File: src/source/mem_access_pkg.sv
// memory access stage definitions

package mem_access_pkg;

    // data path widths
    localparam int word_w     = 32;
    localparam int reg_addr_w = 5;
    localparam int aluop_w    = 8;
    localparam int lanes      = 4;

    // load opcodes in the execute stage alu op encoding
    localparam logic [aluop_w-1:0] op_lb  = 8'b1110_0000;
    localparam logic [aluop_w-1:0] op_lbu = 8'b1110_0100;
    localparam logic [aluop_w-1:0] op_lh  = 8'b1110_0001;
    localparam logic [aluop_w-1:0] op_lhu = 8'b1110_0101;
    localparam logic [aluop_w-1:0] op_lw  = 8'b1110_0011;

    // store opcodes
    localparam logic [aluop_w-1:0] op_sb  = 8'b1110_1000;
    localparam logic [aluop_w-1:0] op_sh  = 8'b1110_1001;
    localparam logic [aluop_w-1:0] op_sw  = 8'b1110_1011;

    // access size of a decoded load or store
    typedef enum logic [1:0] {
        size_byte = 2'd0,
        size_half = 2'd1,
        size_word = 2'd2
    } access_size;

    // byte lane selects
    localparam logic [lanes-1:0] sel_none = 4'b0000;
    localparam logic [lanes-1:0] sel_all  = 4'b1111;

    localparam logic [word_w-1:0] zero_word = '0;

    // one memory word as byte lanes or as halfword lanes
    // lane 0 is the least significant byte
    typedef union packed {
        logic [lanes-1:0][7:0]     lane_b;
        logic [lanes/2-1:0][15:0]  lane_h;
    } lane_word_u;

endpackage
File: src/source/access_if.sv
// decoded memory access

`timescale 1ns/1ps

interface access_if;

    logic                       valid;
    logic                       is_store;
    // opcode names a load, even when the access itself was rejected
    logic                       is_load_op;
    mem_access_pkg::access_size size;
    logic                       sign_ext;
    // low two address bits
    logic [1:0]                 offset;

    modport decoder (
        output valid, is_store, is_load_op, size, sign_ext, offset
    );

    modport steer (
        input valid, is_store, size, offset
    );

    modport result (
        input valid, is_store, is_load_op, size, sign_ext, offset
    );

endinterface

File: src/source/mem_stage.sv
// mips memory access stage

`timescale 1ns/1ps

module mem_stage (
    input  logic                                  clk,
    input  logic                                  rst_n_i,
    input  logic [mem_access_pkg::aluop_w-1:0]    aluop_i,
    input  logic [mem_access_pkg::word_w-1:0]     mem_addr_i,
    input  logic [mem_access_pkg::word_w-1:0]     store_data_i,
    input  logic [mem_access_pkg::reg_addr_w-1:0] wd_i,
    input  logic                                  wreg_i,
    input  logic [mem_access_pkg::word_w-1:0]     wdata_i,
    input  logic [mem_access_pkg::word_w-1:0]     mem_data_i,
    input  logic                                  mem_data_valid_i,
    input  logic                                  mem_addr_ready_i,
    input  logic                                  mem_write_ready_i,
    output logic [mem_access_pkg::reg_addr_w-1:0] wd_o,
    output logic                                  wreg_o,
    output logic [mem_access_pkg::word_w-1:0]     wdata_o,
    output logic [mem_access_pkg::word_w-1:0]     mem_addr_o,
    output logic [mem_access_pkg::lanes-1:0]      mem_sel_o,
    output logic [mem_access_pkg::word_w-1:0]     mem_data_o,
    output logic                                  mem_ce_o,
    output logic                                  mem_we_o,
    output logic                                  mem_re_o,
    output logic                                  stall_o
);

    access_if acc ();

    // register write target is not touched by this stage
    assign wd_o   = wd_i;
    assign wreg_o = wreg_i;

    access_decode i_access_decode (
        .aluop_i   (aluop_i),
        .addr_lo_i (mem_addr_i[1:0]),
        .acc       (acc.decoder)
    );

    lane_steer i_lane_steer (
        .clk               (clk),
        .rst_n_i           (rst_n_i),
        .acc               (acc.steer),
        .addr_i            (mem_addr_i),
        .store_data_i      (store_data_i),
        .mem_addr_ready_i  (mem_addr_ready_i),
        .mem_data_valid_i  (mem_data_valid_i),
        .mem_write_ready_i (mem_write_ready_i),
        .mem_addr_o        (mem_addr_o),
        .mem_sel_o         (mem_sel_o),
        .mem_data_o        (mem_data_o),
        .mem_ce_o          (mem_ce_o),
        .mem_we_o          (mem_we_o),
        .mem_re_o          (mem_re_o),
        .stall_o           (stall_o)
    );

    load_result i_load_result (
        .acc        (acc.result),
        .mem_data_i (mem_data_i),
        .wdata_i    (wdata_i),
        .wdata_o    (wdata_o)
    );

endmodule

File: src/source/load_result.sv
// load data extraction and extension

`timescale 1ns/1ps

module load_result (
    access_if.result                          acc,
    input  logic [mem_access_pkg::word_w-1:0] mem_data_i,
    input  logic [mem_access_pkg::word_w-1:0] wdata_i,
    output logic [mem_access_pkg::word_w-1:0] wdata_o
);

    mem_access_pkg::lane_word_u rd_word;
    logic [7:0]                 ld_byte;
    logic [15:0]                ld_half;
    logic                       is_load;
    logic                       byte_fill;
    logic                       half_fill;

    assign rd_word = mem_data_i;

    // lane picked by the low address bits
    assign ld_byte = rd_word.lane_b[acc.offset];
    assign ld_half = rd_word.lane_h[acc.offset[1]];

    assign is_load = acc.valid & ~acc.is_store;

    // sign bit or zero for the upper part
    assign byte_fill = acc.sign_ext & ld_byte[7];
    assign half_fill = acc.sign_ext & ld_half[15];

    always_comb
    begin
        if (is_load)
        begin
            case (acc.size)
                mem_access_pkg::size_byte:
                begin
                    wdata_o = {{(mem_access_pkg::word_w-8){byte_fill}}, ld_byte};
                end
                mem_access_pkg::size_half:
                begin
                    wdata_o = {{(mem_access_pkg::word_w-16){half_fill}}, ld_half};
                end
                default:
                begin
                    wdata_o = mem_data_i;
                end
            endcase
        end
        else if (acc.is_load_op)
        begin
            // load rejected by decode as misaligned
            wdata_o = mem_access_pkg::zero_word;
        end
        else
        begin
            // stores and non memory instructions
            wdata_o = wdata_i;
        end
    end

endmodule

File: src/source/lane_steer.sv
// memory request and stall control

`timescale 1ns/1ps

module lane_steer (
    input  logic                              clk,
    input  logic                              rst_n_i,
    access_if.steer                           acc,
    input  logic [mem_access_pkg::word_w-1:0] addr_i,
    input  logic [mem_access_pkg::word_w-1:0] store_data_i,
    input  logic                              mem_addr_ready_i,
    input  logic                              mem_data_valid_i,
    input  logic                              mem_write_ready_i,
    output logic [mem_access_pkg::word_w-1:0] mem_addr_o,
    output logic [mem_access_pkg::lanes-1:0]  mem_sel_o,
    output logic [mem_access_pkg::word_w-1:0] mem_data_o,
    output logic                              mem_ce_o,
    output logic                              mem_we_o,
    output logic                              mem_re_o,
    output logic                              stall_o
);

    mem_access_pkg::lane_word_u st_word;
    logic                       rd_req;
    logic                       wr_req;
    logic                       rd_accepted;

    assign st_word = store_data_i;
    assign rd_req  = acc.valid & ~acc.is_store;
    assign wr_req  = acc.valid & acc.is_store;

    assign mem_ce_o   = acc.valid;
    assign mem_we_o   = wr_req;
    assign mem_addr_o = acc.valid ? addr_i : mem_access_pkg::zero_word;

    // byte selects follow size and offset
    always_comb
    begin
        mem_sel_o = mem_access_pkg::sel_none;
        if (acc.valid)
        begin
            case (acc.size)
                mem_access_pkg::size_byte: mem_sel_o = 4'b0001 << acc.offset;
                mem_access_pkg::size_half: mem_sel_o = acc.offset[1] ? 4'b1100 : 4'b0011;
                default:                   mem_sel_o = mem_access_pkg::sel_all;
            endcase
        end
    end

    // store data replicated over every lane the select may pick
    always_comb
    begin
        mem_data_o = mem_access_pkg::zero_word;
        if (wr_req)
        begin
            case (acc.size)
                mem_access_pkg::size_byte:
                begin
                    mem_data_o = {4{st_word.lane_b[0]}};
                end
                mem_access_pkg::size_half:
                begin
                    mem_data_o = {2{st_word.lane_b[1], st_word.lane_b[0]}};
                end
                default:
                begin
                    mem_data_o = store_data_i;
                end
            endcase
        end
    end

    // set once the memory takes the read address, cleared by returned data
    always_ff @(posedge clk or negedge rst_n_i)
    begin
        if (!rst_n_i)
        begin
            rd_accepted <= 1'b0;
        end
        else if (mem_re_o && mem_addr_ready_i)
        begin
            rd_accepted <= 1'b1;
        end
        else if (mem_data_valid_i)
        begin
            rd_accepted <= 1'b0;
        end
    end

    assign mem_re_o = rd_req & ~rd_accepted;

    // hold the pipeline until data returns or the write is taken
    assign stall_o = (rd_req & ~mem_data_valid_i) | (wr_req & ~mem_write_ready_i);

endmodule

File: src/source/access_decode.sv
// load and store opcode decode

`timescale 1ns/1ps

module access_decode (
    input  logic [mem_access_pkg::aluop_w-1:0] aluop_i,
    input  logic [1:0]                         addr_lo_i,
    access_if.decoder                          acc
);

    logic                       known;
    logic                       aligned;
    logic                       is_store;
    logic                       sign_ext;
    mem_access_pkg::access_size size;

    always_comb
    begin
        known    = 1'b1;
        is_store = 1'b0;
        sign_ext = 1'b0;
        size     = mem_access_pkg::size_byte;
        case (aluop_i)
            mem_access_pkg::op_lb:
            begin
                sign_ext = 1'b1;
            end
            mem_access_pkg::op_lbu:
            begin
                size = mem_access_pkg::size_byte;
            end
            mem_access_pkg::op_lh:
            begin
                size     = mem_access_pkg::size_half;
                sign_ext = 1'b1;
            end
            mem_access_pkg::op_lhu:
            begin
                size = mem_access_pkg::size_half;
            end
            mem_access_pkg::op_lw:
            begin
                size = mem_access_pkg::size_word;
            end
            mem_access_pkg::op_sb:
            begin
                is_store = 1'b1;
            end
            mem_access_pkg::op_sh:
            begin
                size     = mem_access_pkg::size_half;
                is_store = 1'b1;
            end
            mem_access_pkg::op_sw:
            begin
                size     = mem_access_pkg::size_word;
                is_store = 1'b1;
            end
            default:
            begin
                // not a memory instruction
                known = 1'b0;
            end
        endcase
    end

    // halves on even offsets, words on offset 0 only
    always_comb
    begin
        case (size)
            mem_access_pkg::size_half: aligned = ~addr_lo_i[0];
            mem_access_pkg::size_word: aligned = (addr_lo_i == 2'b00);
            default:                   aligned = 1'b1;
        endcase
    end

    assign acc.valid      = known & aligned;
    assign acc.is_store   = is_store;
    assign acc.is_load_op = known & ~is_store;
    assign acc.size       = size;
    assign acc.sign_ext   = sign_ext;
    assign acc.offset     = addr_lo_i;

endmodule

File: config.mk
export PLATFORM = sky130hd
export DESIGN_NAME = mem_stage
export DESIGN_NICKNAME = d
export VERILOG_FILES = /design/src/source/mem_access_pkg.sv /design/src/source/access_if.sv /design/src/source/mem_stage.sv /design/src/source/load_result.sv /design/src/source/lane_steer.sv /design/src/source/access_decode.sv
export SDC_FILE = /design/constraint.sdc
export NUM_CORES = 1
export LEC_CHECK = 0
export BUFFER_PORTS_ARGS = -buffer_cell sky130_fd_sc_hd__buf_2
export CAP_MARGIN = 15
export CORE_AREA = 4 4 98 100
export DETAILED_ROUTE_END_ITERATION = 10
export DIE_AREA = 0 0 102 104
export MAX_ROUTING_LAYER = met4
export SLEW_MARGIN = 20
export SYNTH_ARGS = -nofsm -noshare
export SYNTH_HDL_FRONTEND = slang
export SYNTH_SLANG_ARGS = --single-unit
export TNS_END_PERCENT = 5
File: constraint.sdc
create_clock -name clk -period 11.3 [get_ports clk]
set_clock_uncertainty 0.1 [all_clocks]
set_input_delay 2.825 -clock clk [delete_from_list [all_inputs] [get_ports clk]]
set_output_delay 2.825 -clock clk [all_outputs]
set_load 0.05 [all_outputs]
Word-level counts from Yosys, hierarchy flattened --
Cells that the tools add are included.
Storage, ports and cells: word-level logic and storage cells 58, output and inout bits 110, bits of input ports 147, register bits after elaboration 1
Cells by class: shift-type cells 1, eq/ne operators 10, order comparisons 2, mux-type cells 20, reductions and logical operators 9, bitwise logic cells 15
Operators by type and width (number):
- 32-bit two-way mux | 4
- 32-bit one-hot mux with 2 select lines | 2
- 8-bit == test (second input constant) | 8
- 16-bit two-way mux | 2
- 8-bit binary-select mux with 2-bit select | 1
- 1-bit bitwise AND | 9
- 4-bit two-way mux | 2
- 8-bit two-way mux | 1
- 4-bit one-hot mux with 2 select lines | 1
- 8-bit OR reduction | 1
- 3-bit OR reduction | 2
- 1-bit two-way mux | 5
- 1-bit NOT | 5
- 2-bit zero test | 2
- 2-bit one-hot mux with 2 select lines | 1
- 2-bit OR reduction | 2
- 1-bit by 2-bit left shift with 4-bit output (first input constant) | 1
- 2-bit by 3-bit < comparator with 1-bit output (second input constant) | 1
- 2-bit by 1-bit == test with 1-bit output (second input constant) | 1
- 2-bit == test (second input constant) | 1
- 1-bit by 2-bit < comparator with 1-bit output (second input constant) | 1
- 1-bit one-hot mux with 2 select lines | 1
- 2-bit nonzero test | 1
- 1-bit logical AND | 1
- 1-bit OR | 1

Logic depth before layout (Yosys ltp) --
Gate-level depths: netlist of the first run.
word-level depth 10, depth in mapped cells 13, mapped depth without buffers 10

Modules after synthesis --
Synthesis of the first run repeated with hierarchy kept, for this count alone.
Unflattened totals: cells, all modules 330, area total of the unflattened synthesis 2329.7 um^2
Modules (own cells, without submodules):
- load_result | seq. area each 0.0 um^2, area an instance 1206.2 um^2, cells an instance 171, times used 1
- lane_steer | seq. area each 25.0 um^2, area an instance 955.9 um^2, cells an instance 139, times used 1
- access_decode | seq. area each 0.0 um^2, area an instance 122.6 um^2, cells an instance 14, times used 1
- mem_stage | seq. area each 0.0 um^2, area an instance 45.0 um^2, cells an instance 6, times used 1

Least setup slack after synthesis of the first run --
Ideal clock, no wire load.
path kind input port to output port, start in aluop_i[4] (netlist bit), end out mem_data_o[28] (netlist bit), stages on the path 13, path buffers 4, data required time 8375 ps, slack 2435 ps, data arrival time 5940 ps, cell sequence nand4b_1 > or3_1 > buf_6 > inv_2 > buf_2 > ha_1 > nand2b_1 > a21oi_2 > o21ai_1 > or2_1 > buf_2 > buf_6 > nor3_1
Between the ends: cells in the longest elaborated chain, start to end 8, elaborated cells between the ends (all ways) 23, those cells by class 10 x eq/ne; 6 x mux; 2 x bitwise; 5 x reduce/logical
Ends and longest elaborated chain:
- start, declared | RTL line mem_stage.sv:8 | input logic [mem_access_pkg::aluop_w-1:0] aluop_i,
- 8-bit == test | RTL line access_decode.sv:23 | case (aluop_i)
- 3-bit OR reduction (no source line) or 2-bit OR reduction (tied branches)
- 2-bit one-hot mux with 2 select lines | RTL line access_decode.sv:23
- 2-bit == test or 2-bit by 1-bit == test with 1-bit output (tied branches) | RTL line access_decode.sv:70, lane_steer.sv:56
- 1-bit one-hot mux with 2 select lines | RTL line access_decode.sv:70 | case (size)
- 1-bit bitwise AND | RTL line access_decode.sv:77 | assign acc.valid = known & aligned;
- 1-bit bitwise AND | RTL line lane_steer.sv:30 | assign wr_req = acc.valid & acc.is_store;
- 32-bit two-way mux * | RTL line lane_steer.sv:54 | if (wr_req)
- end, declared | RTL line mem_stage.sv:23 | output logic [mem_access_pkg::word_w-1:0] mem_data_o,
Every way passes the cells marked *; elsewhere a longest branch is shown, timed or not.

Worst setup path in the final report of the first run --
start in aluop_i[4] (netlist bit), end out mem_data_o[0] (netlist bit)
Between the ends: cells in the longest elaborated chain, start to end 8, elaborated cells between the ends (all ways) 21, those cells by class 10 x eq/ne; 5 x mux; 2 x bitwise; 4 x reduce/logical
Ends and longest elaborated chain (RTL line):
- 8-bit == test | access_decode.sv:23
- 3-bit OR reduction (no source line) or 2-bit OR reduction (tied branches)
- 2-bit one-hot mux with 2 select lines | access_decode.sv:23
- 2-bit == test or 2-bit by 1-bit == test with 1-bit output (tied branches) | access_decode.sv:70
- 1-bit one-hot mux with 2 select lines | access_decode.sv:70
- 1-bit bitwise AND | access_decode.sv:77
- 1-bit bitwise AND * | lane_steer.sv:30
- 32-bit two-way mux * | lane_steer.sv:54
Marked as above.

==> qor.yml, run 1 <==
min_path:
  worstHoldStart: "i_lane_steer.rd_accepted"
  hold_depth: 3
  hp-class: "register to register"
  min_to: "i_lane_steer.rd_accepted"
timing:
  max_slew_margin_pct: 29.6
  rsz0062_at_grt: "no"
  tightest_slew_ps: 1060
  fmax_mhz: 107
  finalCritPeriodShare_pct: 82.7
  setup_violations: 0
  hold_slack_ps: 425
  finalHoldViolCount: 0
  period_minus_slack_ps: 9350
  tns_ps: 0
  report.final.slew_viol_count: 0
route:
  dr_total_vias: 3219
  drt-total-wl_mm: 10.3
  drc: 0
  via_per_inst: 5.23
  wl_per_cell_um: 16.7
  first_pass_iters: 4
  drt_iter0_markers: 104
  ant_nets: 0
logic_synthesis:
  ys_seq_area_share_pct: 1.26
  yosys_warnings: 0
  ys_ff_latch: 1
  synth_cell_types: 50
  synth_area_per_cell_sq_um: 6.63
  syn_inst: 299
  syn_area_sq_um: 1980
  syn-num-nets: 449
pwr:
  p_int_mw: 0.0422
  clkPwrFrac_pct: 0
  p_comb_share_pct: 96.5
  power.leakage_nw: 1.82
  ir_worst_vdd_mv: 0.0122
  seq_power_share_pct: 3.5
  p_per_area_nw_per_um2: 33.5
  power_switching_mw: 0.0635
  power.total_mw: 0.106
  swShare_pct: 60.1
layout:
  top_regs: "i_lane_steer.rd_accepted: 1 flops"
  synthToLayoutAreaGrowth_pct: 59.0
  top_register: "i_lane_steer.rd_accepted"
  layout_common_cells: "buf_2 (244), and2_1 (42), nand2_1 (30)"
  fin_util_pct: 36.3
  final_nets: 659
  design_area_sq_um: 3150
  diodes: 0
  largest_reg_flops: 1
  mostFrequentLayoutCell: "buf_2"
  layout-drive-gt1-share_pct: 52.1
worst_setup_path:
  r2r_start: "i_lane_steer.rd_accepted"
  rr_endpoint: "i_lane_steer.rd_accepted"
  endpoint_kind: "primary output"
  worst-r2r-cell-count: 2
  critPathArrivalTime_ps: 6420
  crit_required_ps: 8380
  startpoint_type: "input pin"
  path_class: "input pin to primary output"
  crit_path_max_fanout: 32
  r2r_slack_ps: 10530
placed_design:
  gp_congestion: 0.827
  dpl-instance-area_sq_um: 3150
  dpl.hpwl_mm: 8.59
  port_buffers: 244
floorplan:
  dieArea_sq_um: 10600
  fp.dieW_um: 102
  initial_utilization_pct: 22.8
  ios: 257
  core_sq_um: 8680
  rows: 34
  die_h_um: 104
global_routing:
  grt_start_max_net_pins: 37
  grt_pass1_vias: 3293
  overflow: 0
  grt.total_usage_pct: 18.3
  grt_antenna_before_repair: 0
  grt_pass1_wl_mm: 16.0
clock_network:
  cts_hold_buf: 0
  cts_resized: 0
  cts_setup_buffers: 0
  insertion_delay_ps: 0
  path_clk_slew_ps: 0
flow_run:
  cap_viol_max_count: 0
run_status:
  status: "finished, final reports clean"
-- layer usage --
metal / global-route usage, % / up-vias / part of all wire [%]
li1: - / 1530 / -
met1: 21.1 / 1483 / 38
met2: 34.5 / 192 / 52
met3: 1.61 / 14 / 8.4
met4: 2.34 / 0 / 1.4
met5: - / - / 0
-- logic make-up (layout without fill, tap and decap cells) --
family	after synthesis	after routing	share of synthesized area (%)
compound gates	97	97	38.3
fa+ha+maj	3	3	1.89
simple gates	136	136	36.3
mux	11	11	9.34
flops	1	1	1.26
buf+inv	51	259	12.9
-- metrics by stage --
stage | std cells | setup WS [ps]
CTS | 615 | 2000
finish | 615 | 1950
floorplan | 299 | 2440
global route | 615 | 1650
detailed placement | 615 | 1990
global placement | 615 | 2120
-- how the worst max path moves through the flow --
stage | end | slack [ps] | start | cells past startpoint
after CTS | mem_data_o[0] | 2000 | aluop_i[4] | 12
after global routing | mem_data_o[2] | 1650 | aluop_i[4] | 12
after global placement | mem_data_o[2] | 2120 | aluop_i[4] | 12
final | mem_data_o[0] | 1950 | aluop_i[4] | 12
after detailed placement | mem_data_o[2] | 1990 | aluop_i[4] | 12
after floorplan | mem_data_o[28] | 2440 | aluop_i[4] | 13
-- power groups by stage --
stage / Sequential (mW) / Clock, mW / Combinational, mW
6_report: 0.00373 / 0 / 0.102
5_1_grt: 0.00374 / 0 / 0.110
4_1_cts: 0.00373 / 0 / 0.102
3_5_place_dp: 0.00373 / 0 / 0.102
3_3_place_gp: 0.00373 / 0 / 0.101
2_1_floorplan: 0.00373 / 0 / 0.0664
-- critical path, stage by stage --
cell      delay, ps
buf_2           100
nand4b_1        220
or3_1           430
buf_4           260
ha_1            420
inv_1           210
a21oi_2          90
o21ai_1         370
or2_1           730
inv_1           300
and2_1          250
buf_2           200
-- layout make-up --
class | instances | area (sq um)
Inverter | 13 | 48.8
Tap cell | 108 | 135
Timing Repair Buffer | 246 | 1240
Fill cell | 990 | 5530
Sequential cell | 1 | 25.0
Multi-Input combinational cell | 247 | 1710
-- cell usage after synthesis, drive strengths merged --
cell | n | area share (%)
a211o | 1 | 0.44
a211oi | 8 | 4.0
a21o | 1 | 0.38
a21oi | 13 | 3.5
a221o | 16 | 8.1
a221oi | 8 | 3.5
a22oi | 15 | 5.7
a32o | 7 | 3.5
a32oi | 1 | 0.44
and2 | 44 | 14
and3 | 1 | 0.32
and4 | 1 | 0.44
and4b | 1 | 0.51
buf | 21 | 7.2
clkbuf | 17 | 3.3
dfrtp | 1 | 1.3
ha | 3 | 1.9
inv | 13 | 2.5
mux2i | 5 | 2.5
mux4 | 6 | 6.8
nand2 | 30 | 5.7
nand2b | 3 | 0.95
nand3 | 9 | 2.3
nand4b | 1 | 0.44
nor2 | 27 | 5.2
nor2b | 2 | 0.63
nor3 | 10 | 2.8
nor4 | 1 | 1.1
o211ai | 1 | 0.38
o21a | 1 | 0.38
o21ai | 14 | 3.5
o21bai | 1 | 0.38
o221ai | 6 | 2.7
o22ai | 3 | 0.95
o31ai | 1 | 0.38
or2 | 2 | 0.63
or3 | 3 | 0.95
or4b | 1 | 0.51
Power figures use the tool's default switching activity.
==> inputs of run 2 (changes only) <==
==> constraint.sdc (replaced) <==
create_clock -name clk -period 9.7 [get_ports clk]
set_clock_uncertainty 0.1 [all_clocks]
set_input_delay 2.425 -clock clk [delete_from_list [all_inputs] [get_ports clk]]
set_output_delay 2.425 -clock clk [all_outputs]
set_load 0.05 [all_outputs]
==> run 2 against run 1 <==
  * Die area is the same
  * Setup slack lost 600 ps
  * First-iteration DRC count grew 56%
  * Core utilization is the same
  * Register-to-register slack lost 1600 ps
  * Via count shrank 1.1%
  * Critical path depth grew 1
  * Sequential power grew 17%
  * Highest routed layer unchanged
  * Power grew 17%
  * Global-route usage shrank 0.91 points
  * Largest cell class unchanged
  * Worst hold slack gained 13 ps
==> qor.yml, run 2 (synthesis results as in run 1) <==
timing:
  finalCritPeriodShare_pct: 86.0
  max_slew_margin_pct: 30.7  # was 29.6%
  setup_violations: 0  # unchanged
  rsz0062_at_grt: "no"  # unchanged
  tns_ps: 0  # unchanged
  report.final.slew_viol_count: 0  # unchanged
  tightest_slew_ps: 1040  # was 1060 ps
  fmax_mhz: 120
  period_minus_slack_ps: 8350
  finalHoldViolCount: 0  # unchanged
route:
  met2_length_mm: 5.14  # was 5.38 mm
  drt_iter0_markers: 162  # was 104
  first_pass_iters: 5  # was 4
  ant_nets: 0  # unchanged
  drt-total-wl_mm: 10.1  # was 10.3 mm
  drc: 0  # unchanged
  via_per_inst: 5.18  # was 5.23
  route.met3.wl_um: 840  # was 861 um
  wl_met1_mm: 3.98  # was 3.87 mm
  wl_per_cell_um: 16.4  # was 16.7 um
  dr_total_vias: 3185  # was 3219
  top_layer: "met4"  # unchanged
placed_design:
  placed_cells: 615  # unchanged
  port_buffers: 244  # unchanged
  dpl.hpwl_mm: 8.46  # was 8.59 mm
  gp_congestion: 0.835  # was 0.827
worst_setup_path:
  slowest_stage: "or2_1"  # unchanged
  r2r_start: "i_lane_steer.rd_accepted"  # unchanged
  crit_path_max_fanout: 33  # was 32
  endpoint_kind: "primary output"  # unchanged
  critPathMaxStageDelay_ps: 580  # was 730 ps
  path_buf_inv: 5  # unchanged
  crit_top_cell: "buf_2"
  path_class: "input pin to primary output"  # unchanged
  crit_required_ps: 7180  # was 8380 ps
  critPathTopFamily: "simple AND/OR/NAND/NOR gates"  # unchanged
  critPathArrivalTime_ps: 5820  # was 6420 ps
  crit_start: "aluop_i[4]"  # unchanged
  startpoint_type: "input pin"  # unchanged
  worstPathCellList: "buf_2 > nand4b_1 > or3_1 > buf_4 > inv_2 > ha_1 > nand2b_1 > a21oi_2 > o21ai_1 > or2_1 > inv_1 > and2_1 > buf_2"  # was buf_2 > nand4b_1 > or3_1 > buf_4 > ha_1 > inv_1 > a21oi_2 > o21ai_1 > or2_1 > inv_1 > and2_1 > buf_2
pwr:
  ir_worst_vdd_mv: 0.0152  # was 0.0122 mV
  p_per_area_nw_per_um2: 39.1  # was 33.5 nW/um^2
  power.leakage_nw: 1.82  # unchanged
  power.total_mw: 0.123  # was 0.106 mW
floorplan:
  ios: 257  # unchanged
  core_sq_um: 8680  # unchanged
  die_h_um: 104  # unchanged
  dieArea_sq_um: 10600  # unchanged
  fp.dieW_um: 102  # unchanged
  rows: 34  # unchanged
  initial_utilization_pct: 22.8  # unchanged
global_routing:
  grt_antenna_before_repair: 0  # unchanged
  grt.total_usage_pct: 17.4  # was 18.3%
  grt_start_max_net_pins: 37  # unchanged
  grt_pass1_vias: 3149  # was 3293
  overflow: 0  # unchanged
  grt_pass1_wl_mm: 15.1  # was 16.0 mm
clock_network:
  cts_resized: 0  # unchanged
  cts_setup_buffers: 0  # unchanged
  path_clk_slew_ps: 0  # about the same
  insertion_delay_ps: 0  # about the same
  cts_hold_buf: 0  # unchanged
layout:
  top_regs: "i_lane_steer.rd_accepted: 1 flops"  # unchanged
  fin_cells: 615  # unchanged
  layout-drive-gt1-share_pct: 52.1  # unchanged
  layout_common_cells: "buf_2 (244), and2_1 (42), nand2_1 (30)"  # unchanged
  top_register: "i_lane_steer.rd_accepted"  # unchanged
  final_nets: 659  # unchanged
  fin_util_pct: 36.3  # unchanged
  synthToLayoutAreaGrowth_pct: 59.0  # unchanged
  largest_reg_flops: 1  # unchanged
  diodes: 0  # unchanged
  mostFrequentLayoutCell: "buf_2"  # unchanged
min_path:
  hp-class: "register to register"  # unchanged
  worstHoldStart: "i_lane_steer.rd_accepted"  # unchanged
run_status:
  status: "finished, final reports clean"  # unchanged
flow_run:
  cap_viol_max_count: 0  # unchanged
[run 2: cell counts in the layout (fill, tap and decap cells not counted)]
Identical to the previous run, type by type.
[run 2: power by group]
group          internal (mW)  switching, mW  leakage, nW
sequential           0.00431      0.0000343       0.0139
combinational         0.0448         0.0740         1.81
clock                      0              0            0
[run 2: worst register-to-register path: cells and delay by family (launching register included)]
kind | cells | cell delay [ps]
flops | 1 | 360
compound gates | 1 | 80
buf+inv | 1 | 70
[run 2: cell type report]
cell class                      instances  area, sq um
Fill cell                             992         5530
Multi-Input combinational cell        247         1710
Timing Repair Buffer                  246         1240
Tap cell                              108          135
Inverter                               13         48.8
Sequential cell                         1         25.0
[run 2: through the flow]
step	hold WS, ps	area [sq um]	setup slack [ps]
3_5_place_dp	447	3150	1350
5_1_grt	478	3150	1010
2_1_floorplan	406	1980	1640
3_3_place_gp	425	3150	1460
4_1_cts	444	3150	1350
6_report	438	3150	1350
[run 2: routing by layer]
layer / up-vias / global-route usage [%]
li1: 1528 / -
met1: 1471 / 20.3
met2: 171 / 32.1
met3: 15 / 1.61
met4: 0 / 2.72
met5: - / -
[run 2: worst paths after layout]
check                      cells after the start                  endpoint  slack, ps
min in group asynchronous                      1  i_lane_steer.rd_accepted       2100
setup / recovery                              13             mem_data_o[2]       1350
hold / removal                                 3  i_lane_steer.rd_accepted        440
hold reg to reg                                3  i_lane_steer.rd_accepted        440
setup reg to reg                               2  i_lane_steer.rd_accepted       8920
max in group asynchronous                      1  i_lane_steer.rd_accepted       7310
==> inputs of run 3 (changes only) <==
--- a/config.mk
+++ b/config.mk
@@ -5,11 +5,11 @@
 export SDC_FILE = /design/constraint.sdc
 export NUM_CORES = 1
 export LEC_CHECK = 0
-export BUFFER_PORTS_ARGS = -buffer_cell sky130_fd_sc_hd__buf_2
 export CAP_MARGIN = 15
 export CORE_AREA = 4 4 98 100
 export DETAILED_ROUTE_END_ITERATION = 10
 export DIE_AREA = 0 0 102 104
+export DONT_BUFFER_PORTS = 1
 export MAX_ROUTING_LAYER = met4
 export SLEW_MARGIN = 20
 export SYNTH_ARGS = -nofsm -noshare
==> run 3 against run 2 <==
  * Combinational power is 33% lower
  * First-iteration DRC count is 1.2% higher
  * Maximum frequency is 2.4% lower
  * Via count is 21% lower
  * Power is 32% lower
  * Global-route usage is 0.76 points lower
  * Highest routed layer unchanged
==> qor.yml, run 3 (synthesis results as in run 1) <==
run_status:
  status: "finished, final reports clean"  # unchanged
layout:
  mostFrequentLayoutCell: "buf_4"  # was buf_2
  largest_reg_flops: 1  # unchanged
  ff_latch_area_sq_um: 25.0  # unchanged
  top_regs: "i_lane_steer.rd_accepted: 1 flops"  # unchanged
  final_nets: 456  # was 659
  top_register: "i_lane_steer.rd_accepted"  # unchanged
  multi_input_area_sq_um: 1730  # was 1710 sq um
  nFillCells: 976  # was 992
  fin_util_pct: 26.1  # was 36.3%
  synthToLayoutAreaGrowth_pct: 14.3  # was 59.0%
  diodes: 0  # unchanged
  layout_common_cells: "buf_4 (43), and2_1 (42), nand2_1 (30)"  # was buf_2 (244), and2_1 (42), nand2_1 (30)
  layout-drive-gt1-share_pct: 22.0  # was 52.1%
floorplan:
  rows: 34  # unchanged
  fp.dieW_um: 102  # unchanged
  core_sq_um: 8680  # unchanged
  die_h_um: 104  # unchanged
  ios: 257  # unchanged
  dieArea_sq_um: 10600  # unchanged
  initial_utilization_pct: 22.8  # unchanged
route:
  via_per_inst: 6.09  # was 5.18
  first_pass_iters: 5  # unchanged
  drc: 0  # unchanged
  ant_nets: 0  # unchanged
  wl_per_cell_um: 22.9  # was 16.4 um
  dr_total_vias: 2509  # was 3185
  drt_iter0_markers: 164  # was 162
  drt-total-wl_mm: 9.45  # was 10.1 mm
global_routing:
  grt.total_usage_pct: 16.6  # was 17.4%
  grt_start_max_net_pins: 34  # was 37
  overflow: 0  # unchanged
  grt_pass1_wl_mm: 14.1  # was 15.1 mm
  grt_pass1_vias: 2443  # was 3149
  grt_antenna_before_repair: 0  # unchanged
pwr:
  ir_worst_vdd_mv: 0.0136  # was 0.0152 mV
  power.leakage_nw: 0.958  # was 1.82 nW
  p_per_area_nw_per_um2: 37.0  # was 39.1 nW/um^2
timing:
  report.final.slew_viol_count: 0  # unchanged
  max_slew_margin_pct: 33.1  # was 30.7%
  fmax_mhz: 117  # was 120 MHz
  finalCritPeriodShare_pct: 88.2  # was 86.0%
  tns_ps: 0  # unchanged
  finalHoldViolCount: 0  # unchanged
  rsz0062_at_grt: "no"  # unchanged
  tightest_slew_ps: 1000  # was 1040 ps
  setup_violations: 0  # unchanged
  period_minus_slack_ps: 8560  # was 8350 ps
clock_network:
  cts_setup_buffers: 0  # unchanged
  cts_resized: 0  # unchanged
  path_clk_slew_ps: 0  # about the same
  cts_hold_buf: 0  # unchanged
  insertion_delay_ps: 0  # about the same
worst_setup_path:
  crit_top_cell: "inv_1"  # was buf_2
  critPathMaxStageDelay_ps: 790  # was 580 ps
  slowest_stage: "or2_1"  # unchanged
  critPathArrivalTime_ps: 6030  # was 5820 ps
  startpoint_type: "input pin"  # unchanged
  crit_required_ps: 7180  # about the same
  r2r_slack_ps: 8920  # about the same
  endpoint_kind: "primary output"  # unchanged
  worstPathCellList: "nand4b_1 > or3_1 > ha_1 > inv_1 > a21oi_2 > o21ai_1 > or2_1 > inv_1 > and2_1"  # was buf_2 > nand4b_1 > or3_1 > buf_4 > inv_2 > ha_1 > nand2b_1 > a21oi_2 > o21ai_1 > or2_1 > inv_1 > and2_1 > buf_2
  crit_path_max_fanout: 26  # was 33
  path_class: "input pin to primary output"  # unchanged
placed_design:
  port_buffers: 0  # was 244
  gp_congestion: 0.798  # was 0.835
  dpl.hpwl_mm: 7.90  # was 8.46 mm
min_path:
  hp-class: "register to register"  # unchanged
flow_run:
  cap_viol_max_count: 0  # unchanged
run 3: changes by cell type in the layout (fill, tap and decap cells not counted), moves of 3 or more:
cell / change
buf_2: -244
buf_4: +41
nor3_1: -3
nor3_2: +3
run 3: final timing paths:
check,to,startpoint,cells after the start
setup / recovery,mem_data_o[2],aluop_i[4],9
hold / removal,i_lane_steer.rd_accepted,i_lane_steer.rd_accepted,3
setup reg to reg,i_lane_steer.rd_accepted,i_lane_steer.rd_accepted,2
hold reg to reg,i_lane_steer.rd_accepted,i_lane_steer.rd_accepted,3
max in group asynchronous,i_lane_steer.rd_accepted,rst_n_i,0
min in group asynchronous,i_lane_steer.rd_accepted,rst_n_i,0
run 3: worst max-delay path: cells and delay by family:
kind	cells	cell delay, ps
adder cells (fa/ha/maj)	1	500
AO/OA/AOI/OAI	2	450
AND/OR/NAND/NOR	4	2110
buffers and inverters	2	520
run 3: per-layer routing:
metal | up-vias | wire, um | global-route usage (%)
met5 | - | 0 | -
met4 | 0 | 66 | 1.03
met1 | 1187 | 3300 | 19.3
met3 | 6 | 1020 | 2.68
met2 | 194 | 5060 | 30.9
li1 | 1122 | - | -
run 3: through the flow:
step           total power [mW]  setup WS (ps)  hold WS (ps)  cells  cell area, sq um
2_1_floorplan            0.0817           1640           406    299              1980
3_3_place_gp             0.0834           1390           423    412              2260
3_5_place_dp             0.0839           1210           441    412              2260
4_1_cts                  0.0841           1210           435    412              2260
5_1_grt                  0.0884            823           465    412              2270
6_report                 0.0839           1140           434    412              2270
run 3: report_power, final:
part           switching, mW  internal [mW]  total (mW)
registers          0.0000333        0.00432     0.00435
clock network              0              0           0
logic                 0.0550         0.0246      0.0796
run 3: layout make-up:
type / instances / area share (%)
well taps: 108 / 5.96
flip-flops and latches: 1 / 1.10
inverters: 13 / 2.15
multi-input cells: 247 / 76.5
repair buffers: 43 / 14.2
